## src/rtl/lsu_consts.svh

```systemverilog
`ifndef LSU_CONSTS_SVH
`define LSU_CONSTS_SVH

// Datapath widths
`define LSU_XLEN        32
`define LSU_OP_W        6
`define LSU_SIZE_W      3

// Operation numbers from the decoder
`define LSU_OP_LB       6'd27
`define LSU_OP_LH       6'd28
`define LSU_OP_LW       6'd29
`define LSU_OP_LBU      6'd30
`define LSU_OP_LHU      6'd31
`define LSU_OP_SB       6'd32
`define LSU_OP_SH       6'd33
`define LSU_OP_SW       6'd34
`define LSU_OP_AMOSWAP  6'd60

// Default data memory shape
`define LSU_MEM_WORDS   256
`define LSU_MEM_WAIT    2

`endif

```

## src/rtl/lsu_pkg.sv

```systemverilog
`default_nettype none
`include "lsu_consts.svh"

package lsu_pkg;

  typedef logic [`LSU_XLEN-1:0] word_t;

  // Anything outside this list is not a memory operation
  typedef enum logic [`LSU_OP_W-1:0] {
    OP_LB      = `LSU_OP_LB,
    OP_LH      = `LSU_OP_LH,
    OP_LW      = `LSU_OP_LW,
    OP_LBU     = `LSU_OP_LBU,
    OP_LHU     = `LSU_OP_LHU,
    OP_SB      = `LSU_OP_SB,
    OP_SH      = `LSU_OP_SH,
    OP_SW      = `LSU_OP_SW,
    OP_AMOSWAP = `LSU_OP_AMOSWAP
  } lsu_op_e;

  // One-hot access size on the bus
  typedef enum logic [`LSU_SIZE_W-1:0] {
    SIZE_BYTE = 3'b001,
    SIZE_HALF = 3'b010,
    SIZE_WORD = 3'b100
  } access_size_e;

  typedef enum logic {
    PHASE_FETCH   = 1'b0,
    PHASE_EXECUTE = 1'b1
  } phase_e;

endpackage

`default_nettype wire

```

## src/rtl/load_store.sv

```systemverilog
`timescale 1ns/1ps
`default_nettype none
`include "lsu_consts.svh"

module load_store (
  input  wire                          i_clk,
  input  wire                          i_reset,
  input  wire lsu_pkg::phase_e         i_phase,
  input  wire lsu_pkg::lsu_op_e        i_op,
  input  wire lsu_pkg::word_t          i_rs1,
  input  wire lsu_pkg::word_t          i_rs2,
  input  wire lsu_pkg::word_t          i_ir,
  input  wire lsu_pkg::word_t          i_pc,
  input  wire                          i_start_fetch,
  input  wire                          i_bus_rsp,
  input  wire lsu_pkg::word_t          i_bus_rdata,
  output logic                         o_bus_req,
  output lsu_pkg::access_size_e        o_bus_size,
  output lsu_pkg::word_t               o_bus_address,
  output lsu_pkg::word_t               o_bus_wdata,
  output logic                         o_bus_write,
  output lsu_pkg::word_t               o_ir_value,
  output logic                         o_ir_dv,
  output lsu_pkg::word_t               o_loaded_value,
  output logic                         o_loaded_value_dv,
  output logic                         o_ld_st_finished,
  output logic                         o_amo_finished
);

  typedef enum logic {LS_READY, LS_WAITING} ls_state_e;

  typedef enum logic [2:0] {
    AMO_IDLE,
    AMO_RD_WAIT,
    AMO_WR_ISSUE,
    AMO_WR_WAIT,
    AMO_DONE
  } amo_state_e;

  ls_state_e             ls_state_q;
  amo_state_e            amo_state_q;
  logic                  first_fetch_q;
  lsu_pkg::word_t        amo_addr_q;
  lsu_pkg::word_t        amo_value_q;

  lsu_pkg::word_t        ld_offset;
  lsu_pkg::word_t        st_offset;
  logic                  is_fetch;
  logic                  is_load;
  logic                  is_store;
  logic                  is_amo;
  logic                  ls_ready;
  logic                  fetch_go;
  logic                  ld_go;
  logic                  st_go;
  logic                  amo_rd_go;
  logic                  amo_wr_go;
  logic                  ls_rsp;
  logic                  fetch_done;
  logic                  ld_done;
  logic                  amo_rd_done;
  logic                  amo_wr_done;

  logic                  req_go;
  lsu_pkg::access_size_e req_size;
  lsu_pkg::word_t        req_addr;
  lsu_pkg::word_t        req_wdata;
  logic                  req_write;

  function automatic lsu_pkg::word_t extend_load(lsu_pkg::lsu_op_e op, lsu_pkg::word_t data);
    case (op)
      lsu_pkg::OP_LB:  return {{(`LSU_XLEN-8){data[7]}}, data[7:0]};
      lsu_pkg::OP_LBU: return {{(`LSU_XLEN-8){1'b0}}, data[7:0]};
      lsu_pkg::OP_LH:  return {{(`LSU_XLEN-16){data[15]}}, data[15:0]};
      lsu_pkg::OP_LHU: return {{(`LSU_XLEN-16){1'b0}}, data[15:0]};
      default:         return data;
    endcase
  endfunction

  // I-type and S-type immediates
  assign ld_offset = {{(`LSU_XLEN-12){i_ir[31]}}, i_ir[31:20]};
  assign st_offset = {{(`LSU_XLEN-12){i_ir[31]}}, i_ir[31:25], i_ir[11:7]};

  assign is_fetch = (i_phase == lsu_pkg::PHASE_FETCH);
  assign is_load  = !is_fetch && (i_op inside {lsu_pkg::OP_LB, lsu_pkg::OP_LH, lsu_pkg::OP_LW,
                                               lsu_pkg::OP_LBU, lsu_pkg::OP_LHU});
  assign is_store = !is_fetch && (i_op inside {lsu_pkg::OP_SB, lsu_pkg::OP_SH, lsu_pkg::OP_SW});
  assign is_amo   = !is_fetch && (i_op == lsu_pkg::OP_AMOSWAP);

  // The ir_dv cycle is still owned by the finished fetch, the controller moves on after it
  assign ls_ready  = (ls_state_q == LS_READY) && (amo_state_q == AMO_IDLE) && !o_ir_dv;
  assign fetch_go  = ls_ready && is_fetch && (first_fetch_q || i_start_fetch);
  assign ld_go     = ls_ready && is_load;
  assign st_go     = ls_ready && is_store;
  assign amo_rd_go = ls_ready && is_amo;
  assign amo_wr_go = (amo_state_q == AMO_WR_ISSUE);

  assign ls_rsp           = (ls_state_q == LS_WAITING) && i_bus_rsp;
  assign fetch_done       = ls_rsp && is_fetch;
  assign ld_done          = ls_rsp && is_load;
  assign o_ld_st_finished = ls_rsp && (is_load || is_store);
  assign amo_rd_done      = (amo_state_q == AMO_RD_WAIT) && i_bus_rsp;
  assign amo_wr_done      = (amo_state_q == AMO_WR_WAIT) && i_bus_rsp;

  // Next bus request
  always_comb begin
    req_go    = fetch_go || ld_go || st_go || amo_rd_go || amo_wr_go;
    req_size  = lsu_pkg::SIZE_WORD;
    req_addr  = i_pc;
    req_wdata = i_rs2;
    req_write = 1'b0;
    if (ld_go) begin
      req_addr = i_rs1 + ld_offset;
      if (i_op inside {lsu_pkg::OP_LB, lsu_pkg::OP_LBU}) begin
        req_size = lsu_pkg::SIZE_BYTE;
      end else if (i_op inside {lsu_pkg::OP_LH, lsu_pkg::OP_LHU}) begin
        req_size = lsu_pkg::SIZE_HALF;
      end
    end else if (st_go) begin
      req_addr  = i_rs1 + st_offset;
      req_write = 1'b1;
      if (i_op == lsu_pkg::OP_SB) begin
        req_size  = lsu_pkg::SIZE_BYTE;
        req_wdata = {{(`LSU_XLEN-8){1'b0}}, i_rs2[7:0]};
      end else if (i_op == lsu_pkg::OP_SH) begin
        req_size  = lsu_pkg::SIZE_HALF;
        req_wdata = {{(`LSU_XLEN-16){1'b0}}, i_rs2[15:0]};
      end
    end else if (amo_rd_go) begin
      req_addr = i_rs1;
    end else if (amo_wr_go) begin
      req_addr  = amo_addr_q;
      req_wdata = amo_value_q;
      req_write = 1'b1;
    end
  end

  always_ff @(posedge i_clk) begin
    if (i_reset) begin
      ls_state_q        <= LS_READY;
      amo_state_q       <= AMO_IDLE;
      first_fetch_q     <= 1'b1;
      o_bus_req         <= 1'b0;
      o_ir_dv           <= 1'b0;
      o_loaded_value_dv <= 1'b0;
      o_amo_finished    <= 1'b0;
    end else begin
      o_bus_req         <= req_go;
      o_ir_dv           <= fetch_done;
      o_loaded_value_dv <= ld_done || amo_rd_done;
      o_amo_finished    <= amo_wr_done;

      if (fetch_go) begin
        first_fetch_q <= 1'b0;
      end

      if (fetch_go || ld_go || st_go) begin
        ls_state_q <= LS_WAITING;
      end else if (ls_rsp) begin
        ls_state_q <= LS_READY;
      end

      // Swap sequence, one extra cycle at the end so a held op is not restarted
      case (amo_state_q)
        AMO_IDLE:     if (amo_rd_go) amo_state_q <= AMO_RD_WAIT;
        AMO_RD_WAIT:  if (i_bus_rsp) amo_state_q <= AMO_WR_ISSUE;
        AMO_WR_ISSUE: amo_state_q <= AMO_WR_WAIT;
        AMO_WR_WAIT:  if (i_bus_rsp) amo_state_q <= AMO_DONE;
        default:      amo_state_q <= AMO_IDLE;
      endcase
    end
  end

  always_ff @(posedge i_clk) begin
    if (req_go) begin
      o_bus_size    <= req_size;
      o_bus_address <= req_addr;
      o_bus_wdata   <= req_wdata;
      o_bus_write   <= req_write;
    end
    if (amo_rd_go) begin
      amo_addr_q  <= i_rs1;
      amo_value_q <= i_rs2;
    end
    if (fetch_done) begin
      o_ir_value <= i_bus_rdata;
    end
    if (ld_done) begin
      o_loaded_value <= extend_load(i_op, i_bus_rdata);
    end else if (amo_rd_done) begin
      o_loaded_value <= i_bus_rdata;
    end
  end

endmodule

`default_nettype wire

```

## config.mk

```make
export PLATFORM = sky130hd
export DESIGN_NAME = load_store
export DESIGN_NICKNAME = d
export VERILOG_FILES = /design/src/rtl/lsu_pkg.sv /design/src/rtl/load_store.sv
export VERILOG_INCLUDE_DIRS = /design/src /design/src/rtl
export SDC_FILE = /design/constraint.sdc
export NUM_CORES = 1
export LEC_CHECK = 0
export BUFFER_PORTS_ARGS = -buffer_cell sky130_fd_sc_hd__buf_2
export CAP_MARGIN = 20
export CORE_UTILIZATION = 50
export DETAILED_ROUTE_END_ITERATION = 12
export PLACE_DENSITY = 0.74
export SLEW_MARGIN = 20
export SYNTH_ARGS = -nofsm -noshare
export SYNTH_HDL_FRONTEND = slang
export SYNTH_SLANG_ARGS = --single-unit
```

## constraint.sdc

```tcl
create_clock -name i_clk -period 5.3 [get_ports i_clk]
set_clock_uncertainty 0.15 [all_clocks]
set_input_delay 0.265 -clock i_clk [delete_from_list [all_inputs] [get_ports i_clk]]
set_output_delay 0.265 -clock i_clk [all_outputs]
set_load 0.03 [all_outputs]
```

After elaboration in Yosys (flattened, before gate mapping)
Index checks and enable logic that the tools add are counted.
{"block": "word_totals", "register_bits": 205, "inputBits": 171, "out_inout_bits": 137}
{"block": "classes", "addsub": 2, "n_eq_ne": 15, "muxes": 28, "bitwise_logic": 2, "reduce_logical": 32}
{"cell": "$mux W32", "count": 12}
{"cell": "$pmux W32 S4", "count": 1}
{"cell": "$add A32 B32 Y32", "count": 2}
{"cell": "$eq A6 B5 Y1 const B", "count": 5}
{"cell": "$mux W3", "count": 9}
{"cell": "$eq A6 B6 Y1 const B", "count": 4}
{"cell": "$logic_and A1 B1 Y1", "count": 16}
{"cell": "$pmux W3 S4", "count": 1}
{"cell": "$reduce_bool A2 Y1", "count": 4}
{"cell": "$logic_or A1 B1 Y1", "count": 7}
{"cell": "$eq A3 B2 Y1 const B", "count": 2}
{"cell": "$ne A2 B2 Y1 const B", "count": 3}
{"cell": "$mux W1", "count": 5}
{"cell": "$reduce_bool A5 Y1", "count": 1}
{"cell": "$eq A3 B1 Y1 const B", "count": 1}
{"cell": "$logic_not A3 Y1", "count": 1}
{"cell": "$reduce_and A3 Y1", "count": 1}
{"cell": "$reduce_bool A3 Y1", "count": 1}
{"cell": "$not A1 Y1", "count": 2}
{"cell": "$logic_not A1 Y1", "count": 1}

Logic depth before layout (Yosys ltp)
{"block": "logic_depth", "depth_word": 9, "ltp_mapped": 10}

Worst setup path after synthesis
Ideal clock, no wire load.
{"block": "synth_path", "path_type": "flip-flop to flip-flop", "from": "reg amo_state_q[2]", "to": "reg o_bus_address[0] (enable)", "setup_time_ps": 428, "t_arrival_ps": 3363, "t_required_ps": 4722, "setup_slack_ps": 1360, "stages_incl_launch_ff": 7, "path_buffers": 1, "synth_period_minus_slack_ps": 3940, "cell_sequence": "dfxtp_1 > or2_1 > or4_4 > nor4b_4 > nor2_4 > clkbuf_1 > nand2_1"}
{"block": "synth_via", "elab_chain_len": 9}
{"element": "from (decl)", "line": "load_store.sv:41", "rtl": "amo_state_e amo_state_q;"}
{"element": "from (signal assigned)", "line": "load_store.sv:141", "rtl": "amo_state_q <= AMO_IDLE;"}
{"element": "from (signal assigned)", "line": "load_store.sv:165", "rtl": "AMO_IDLE: if (amo_rd_go) amo_state_q <= AMO_RD_WAIT;"}
{"element": "from (signal assigned)", "line": "load_store.sv:166", "rtl": "AMO_RD_WAIT: if (i_bus_rsp) amo_state_q <= AMO_WR_ISSUE;"}
{"element": "$logic_not A3 Y1", "line": "load_store.sv:91", "rtl": "assign ls_ready = (ls_state_q == LS_READY) && (amo_state_q == AMO_IDLE) && !o_ir_dv;"}
{"element": "$logic_and A1 B1 Y1 (2 in a row)", "line": "load_store.sv:91"}
{"element": "$logic_and A1 B1 Y1 (2 in a row)", "line": "load_store.sv:92", "rtl": "assign fetch_go = ls_ready && is_fetch && (first_fetch_q || i_start_fetch);"}
{"element": "$logic_or A1 B1 Y1 (3 in a row)", "line": "load_store.sv:107", "rtl": "req_go = fetch_go || ld_go || st_go || amo_rd_go || amo_wr_go;"}
{"element": "$logic_or A1 B1 Y1 (*)", "line": "load_store.sv:107"}
{"element": "net req_go", "line": "load_store.sv:64", "rtl": "logic req_go;"}
{"element": "to (signal assigned)", "line": "load_store.sv:177", "rtl": "o_bus_address <= req_addr;"}
{"element": "to (decl)", "line": "load_store.sv:19", "rtl": "output lsu_pkg::word_t o_bus_address,"}
The timed path passes the listed nets; every way through them passes the cells marked *.
A chain may end at the register's enable or synchronous reset.

Worst setup path in the final report
{"block": "layout_path", "from": "reg amo_state_q[2]", "to": "reg o_bus_address[23], data pin"}
{"block": "layout_via", "elab_chain_len": 7}
{"element": "$logic_not A3 Y1", "line": "load_store.sv:91"}
{"element": "$logic_and A1 B1 Y1 (2 in a row)", "line": "load_store.sv:91"}
{"element": "$logic_and A1 B1 Y1", "line": "load_store.sv:95", "rtl": "assign amo_rd_go = ls_ready && is_amo;"}
{"element": "$mux W32", "line": "load_store.sv:129", "rtl": "end else if (amo_rd_go) begin"}
{"element": "$mux W32", "line": "load_store.sv:119", "rtl": "end else if (st_go) begin"}
{"element": "$mux W32 (*)", "line": "load_store.sv:112", "rtl": "if (ld_go) begin"}
{"element": "net req_addr[23]", "line": "load_store.sv:66", "rtl": "lsu_pkg::word_t req_addr;"}
Marks and branches as above.

==> impl_metrics.json <==
{
  "status": "complete, no violations",
  "number_of_flops_mapped_to_enable_cells_by_yosys": 196,
  "gr-total-overflow": 0,
  "fp.dieH_um": 147,
  "path_type_of_the_worst_setup_path": "flip-flop to flip-flop",
  "clk_transition_reported_paths_ns": 0.06,
  "numCtsBuffers": 22,
  "post-dp-hpwl_um": 22300,
  "syn_avg_cell_area_um2": 10.8,
  "report.final.slew_viol_count": 0,
  "cts.sink_count": 205,
  "timing.setup.tns_ns": 0,
  "cellPowerDensity_nw_per_um2": 292,
  "finalWeightedCongestion": 0.967,
  "grt_antenna_before_repair": 3,
  "route.antenna.remaining_nets": 0,
  "fraction_of_the_mapped_netlist_area_in_compound_gates_pct": 21.2,
  "worst_skew_pair.late_latency_ns": 0.50,
  "layout-drive-gt1-share_pct": 26.1,
  "post_synth_main_area_contributors": "sky130_fd_sc_hd__edfxtp_1, sky130_fd_sc_hd__nand2_1, sky130_fd_sc_hd__a21oi_1",
  "post-cts-setup-buffers": 0,
  "highest_cell_delay_on_the_worst_timing_path_ns": 0.63,
  "finish.net_count": 1575,
  "first_pass_iters": 5,
  "fp.dieArea_um2": 21800,
  "worst_path_dominant_cell_family": "simple AND/OR/NAND/NOR gates",
  "first_pass_grt_wire_length_um": 51700,
  "pre_cts_ws_ns": 1.68,
  "first_global_vias": 9504,
  "max_freq_mhz": 275,
  "cp.required_ns": 5.52,
  "min_path_type": "primary input to flip-flop",
  "synth_nets": 1187,
  "setup.worst_path.start_class": "flip-flop",
  "cts-resized-gates": 0,
  "critical_path.cell_chain": "or2_1 > or4_4 > nor4b_4 > buf_4 > buf_4 > a221oi_1 > a21oi_1 > o211ai_1 > nand2_1",
  "yosys.area_share.adder_pct": 4.63,
  "clk_path_buf_depth": 3,
  "placement_rows": 52,
  "post-route-min-period_ns": 3.63,
  "timing.critical_path.mode_cell": "sky130_fd_sc_hd__buf_4",
  "p_leak_nw": 5.64,
  "syn-instance-count": 978,
  "grt_usage_pct": 30.7,
  "total_setup_violations_reported_at_the_end_of_the_flow": 0,
  "timing_hold_violations_final": 0,
  "pin_count_of_the_biggest_net_entering_global_routing": 69,
  "yosys_register_bits": 205,
  "vdd_ir_drop_max_mv": 0.257,
  "yosys.area.top_type": "sky130_fd_sc_hd__edfxtp_1",
  "cts-hold-fix-buffers": 110,
  "rsz0062_at_grt": "false",
  "synth_largest_type_area_fraction_pct": 55.6,
  "minimum_setup_slack_in_the_final_design_ns": 1.67,
  "path_buf_inv": 2,
  "maxSlewHeadroom_pct": 30.1,
  "number_of_h_tree_levels": 1,
  "critPathCaptureType": "flip-flop",
  "dieWidth_um": 147,
  "post_synth_mux_area_share_pct": 0.201,
  "arrival_time_worst_endpoint_ns": 3.85,
  "avgRoutedWirePerCell_um": 20.6,
  "layout-area-overhead-vs-synth_pct": 33.0,
  "drc_violations_left": 0,
  "total_power_w": 0.00411,
  "via_per_inst": 5.89,
  "synth_simple_gate_area_share_pct": 11.9,
  "tritoncts": "yes",
  "starting_density_of_the_core_pct": 51.6,
  "synth_xor_xnor_area_share_pct": 2.07,
  "postSynth.asyncResetShare_pct": 0,
  "fp.coreArea_um2": 20500,
  "tightest_slew_ns": 1.05,
  "finalCritPeriodShare_pct": 68.5,
  "synth_top_family_by_area": "compound AO/OA/AOI/OAI gates",
  "dr_total_vias": 9741,
  "first_iter_violations": 755,
  "boundaryPins": 308,
  "synthesis.yosys.warnings": 0,
  "drv_cap": 0,
  "yosysUniqueCellTypes": 63,
  "ctsRootBufferMaster": "sky130_fd_sc_hd__clkbuf_16",
  "critical_path.slowest_cell": "sky130_fd_sc_hd__buf_4",
  "synth.yosys.seq_area_share_pct": 57.3,
  "place.port_buffers": 292,
  "synthFlopType": "sky130_fd_sc_hd__edfxtp_1",
  "syn-cell-area_um2": 10600,
  "finalWirelength_um": 34000,
  "cp_max_fo": 50
}
[synthesized netlist by cell type, types with 8 or more instances]
cell	count
sky130_fd_sc_hd__a21o_1	16
sky130_fd_sc_hd__a21oi_1	125
sky130_fd_sc_hd__a221o_1	8
sky130_fd_sc_hd__a221oi_1	15
sky130_fd_sc_hd__a22o_1	10
sky130_fd_sc_hd__a22oi_1	15
sky130_fd_sc_hd__clkbuf_1	37
sky130_fd_sc_hd__dfxtp_1	9
sky130_fd_sc_hd__edfxtp_1	196
sky130_fd_sc_hd__ha_1	36
sky130_fd_sc_hd__inv_1	14
sky130_fd_sc_hd__nand2_1	173
sky130_fd_sc_hd__nand3_1	14
sky130_fd_sc_hd__nand4_1	12
sky130_fd_sc_hd__nor2_1	39
sky130_fd_sc_hd__nor3_1	11
sky130_fd_sc_hd__o211ai_1	9
sky130_fd_sc_hd__o21ai_0	85
sky130_fd_sc_hd__o21bai_1	8
sky130_fd_sc_hd__o22ai_1	13
sky130_fd_sc_hd__xnor2_1	13
sky130_fd_sc_hd__xor2_1	12
[worst paths after layout]
path	from	to	slack [ns]	cells after the start
hold / removal	i_pc[8]	o_bus_address[8]	0.02	3
setup reg to reg	amo_state_q[2]	o_bus_address[23]	1.67	9
hold reg to reg	first_fetch_q	first_fetch_q	0.34	2
setup / recovery	amo_state_q[2]	o_bus_address[23]	1.67	9
[report_power, final]
group / switching [W] / internal, W
sequential: 0.0000173 / 0.00185
clock: 0.000628 / 0.000834
combinational: 0.000488 / 0.000288
total: 0.00113 / 0.00297
[worst min-delay path, stage by stage]
cell and delay [ns]:
sky130_fd_sc_hd__buf_2 0.08, sky130_fd_sc_hd__a21oi_1 0.05, sky130_fd_sc_hd__o22ai_1 0.14
[flip-flops by register name (all words and copies together), names as in the netlist]
register	flops
o_loaded_value	32
o_bus_wdata	32
o_loaded_value_dv	1
o_bus_size	3
ls_state_q	1
o_ir_dv	1
amo_value_q	32
o_bus_req	1
o_bus_address	32
o_amo_finished	1
amo_addr_q	32
first_fetch_q	1
amo_state_q	3
o_bus_write	1
o_ir_value	32
[placed cells by master (no fill, tap or decap), types with 9 or more instances in the layout]
cell type / count
sky130_fd_sc_hd__nand3_1: 14
sky130_fd_sc_hd__edfxtp_1: 196
sky130_fd_sc_hd__o22ai_1: 13
sky130_fd_sc_hd__buf_4: 13
sky130_fd_sc_hd__a22o_1: 10
sky130_fd_sc_hd__xor2_1: 12
sky130_fd_sc_hd__ha_1: 36
sky130_fd_sc_hd__a21oi_1: 125
sky130_fd_sc_hd__o211ai_1: 9
sky130_fd_sc_hd__a221oi_1: 15
sky130_fd_sc_hd__a22oi_1: 15
sky130_fd_sc_hd__dlygate4sd3_1: 110
sky130_fd_sc_hd__dfxtp_1: 9
sky130_fd_sc_hd__nor2_1: 38
sky130_fd_sc_hd__buf_2: 292
sky130_fd_sc_hd__xnor2_1: 13
sky130_fd_sc_hd__nand2_1: 172
sky130_fd_sc_hd__o21ai_0: 84
sky130_fd_sc_hd__inv_1: 14
sky130_fd_sc_hd__clkbuf_16: 23
sky130_fd_sc_hd__nor3_1: 11
sky130_fd_sc_hd__nand4_1: 12
sky130_fd_sc_hd__a21o_1: 16
[routing by layer]
metal  up-vias  share of wire [%]  track usage (%)
met4         0                4.0             13.4
li1       4521                  -                -
met2       510                 50             54.1
met3        97                7.3             4.35
met1      4613                 39             37.6
met5         -                  0                0
[logic make-up (layout without fill, tap and decap cells)]
group,after synthesis,in the layout
buf+inv,66,468
xor+xnor,25,25
flops,205,205
compound gates,358,358
mux,2,2
fa+ha+maj,38,38
other cells,0,3
simple gates,284,284
[per-stage QoR]
| step | util [%] | cells | instance area (um^2) | hold WS, ns |
|---|---|---|---|---|
| after CTS | 68.5 | 1649 | 14000 | 0.0135 |
| after detailed placement | 59.9 | 1501 | 12300 | 0.308 |
| final | 68.7 | 1653 | 14100 | 0.0226 |
| after global routing | 68.7 | 1653 | 14100 | 0.0241 |
| after global placement | 59.9 | 1501 | 12300 | 0.303 |
| after floorplan | - | 978 | 10600 | 0.214 |
[cell type report]
class | instances | area (um^2)
repair buffers | 416 | 2690
clock buffers | 25 | 583
flip-flops and latches | 205 | 6070
clock inverters | 13 | 90.1
fillers | 1535 | 6420
multi-input cells | 707 | 4250
diodes | 3 | 7.51
well taps | 270 | 338
inverters | 14 | 52.6
Power figures use the tool's default switching activity.
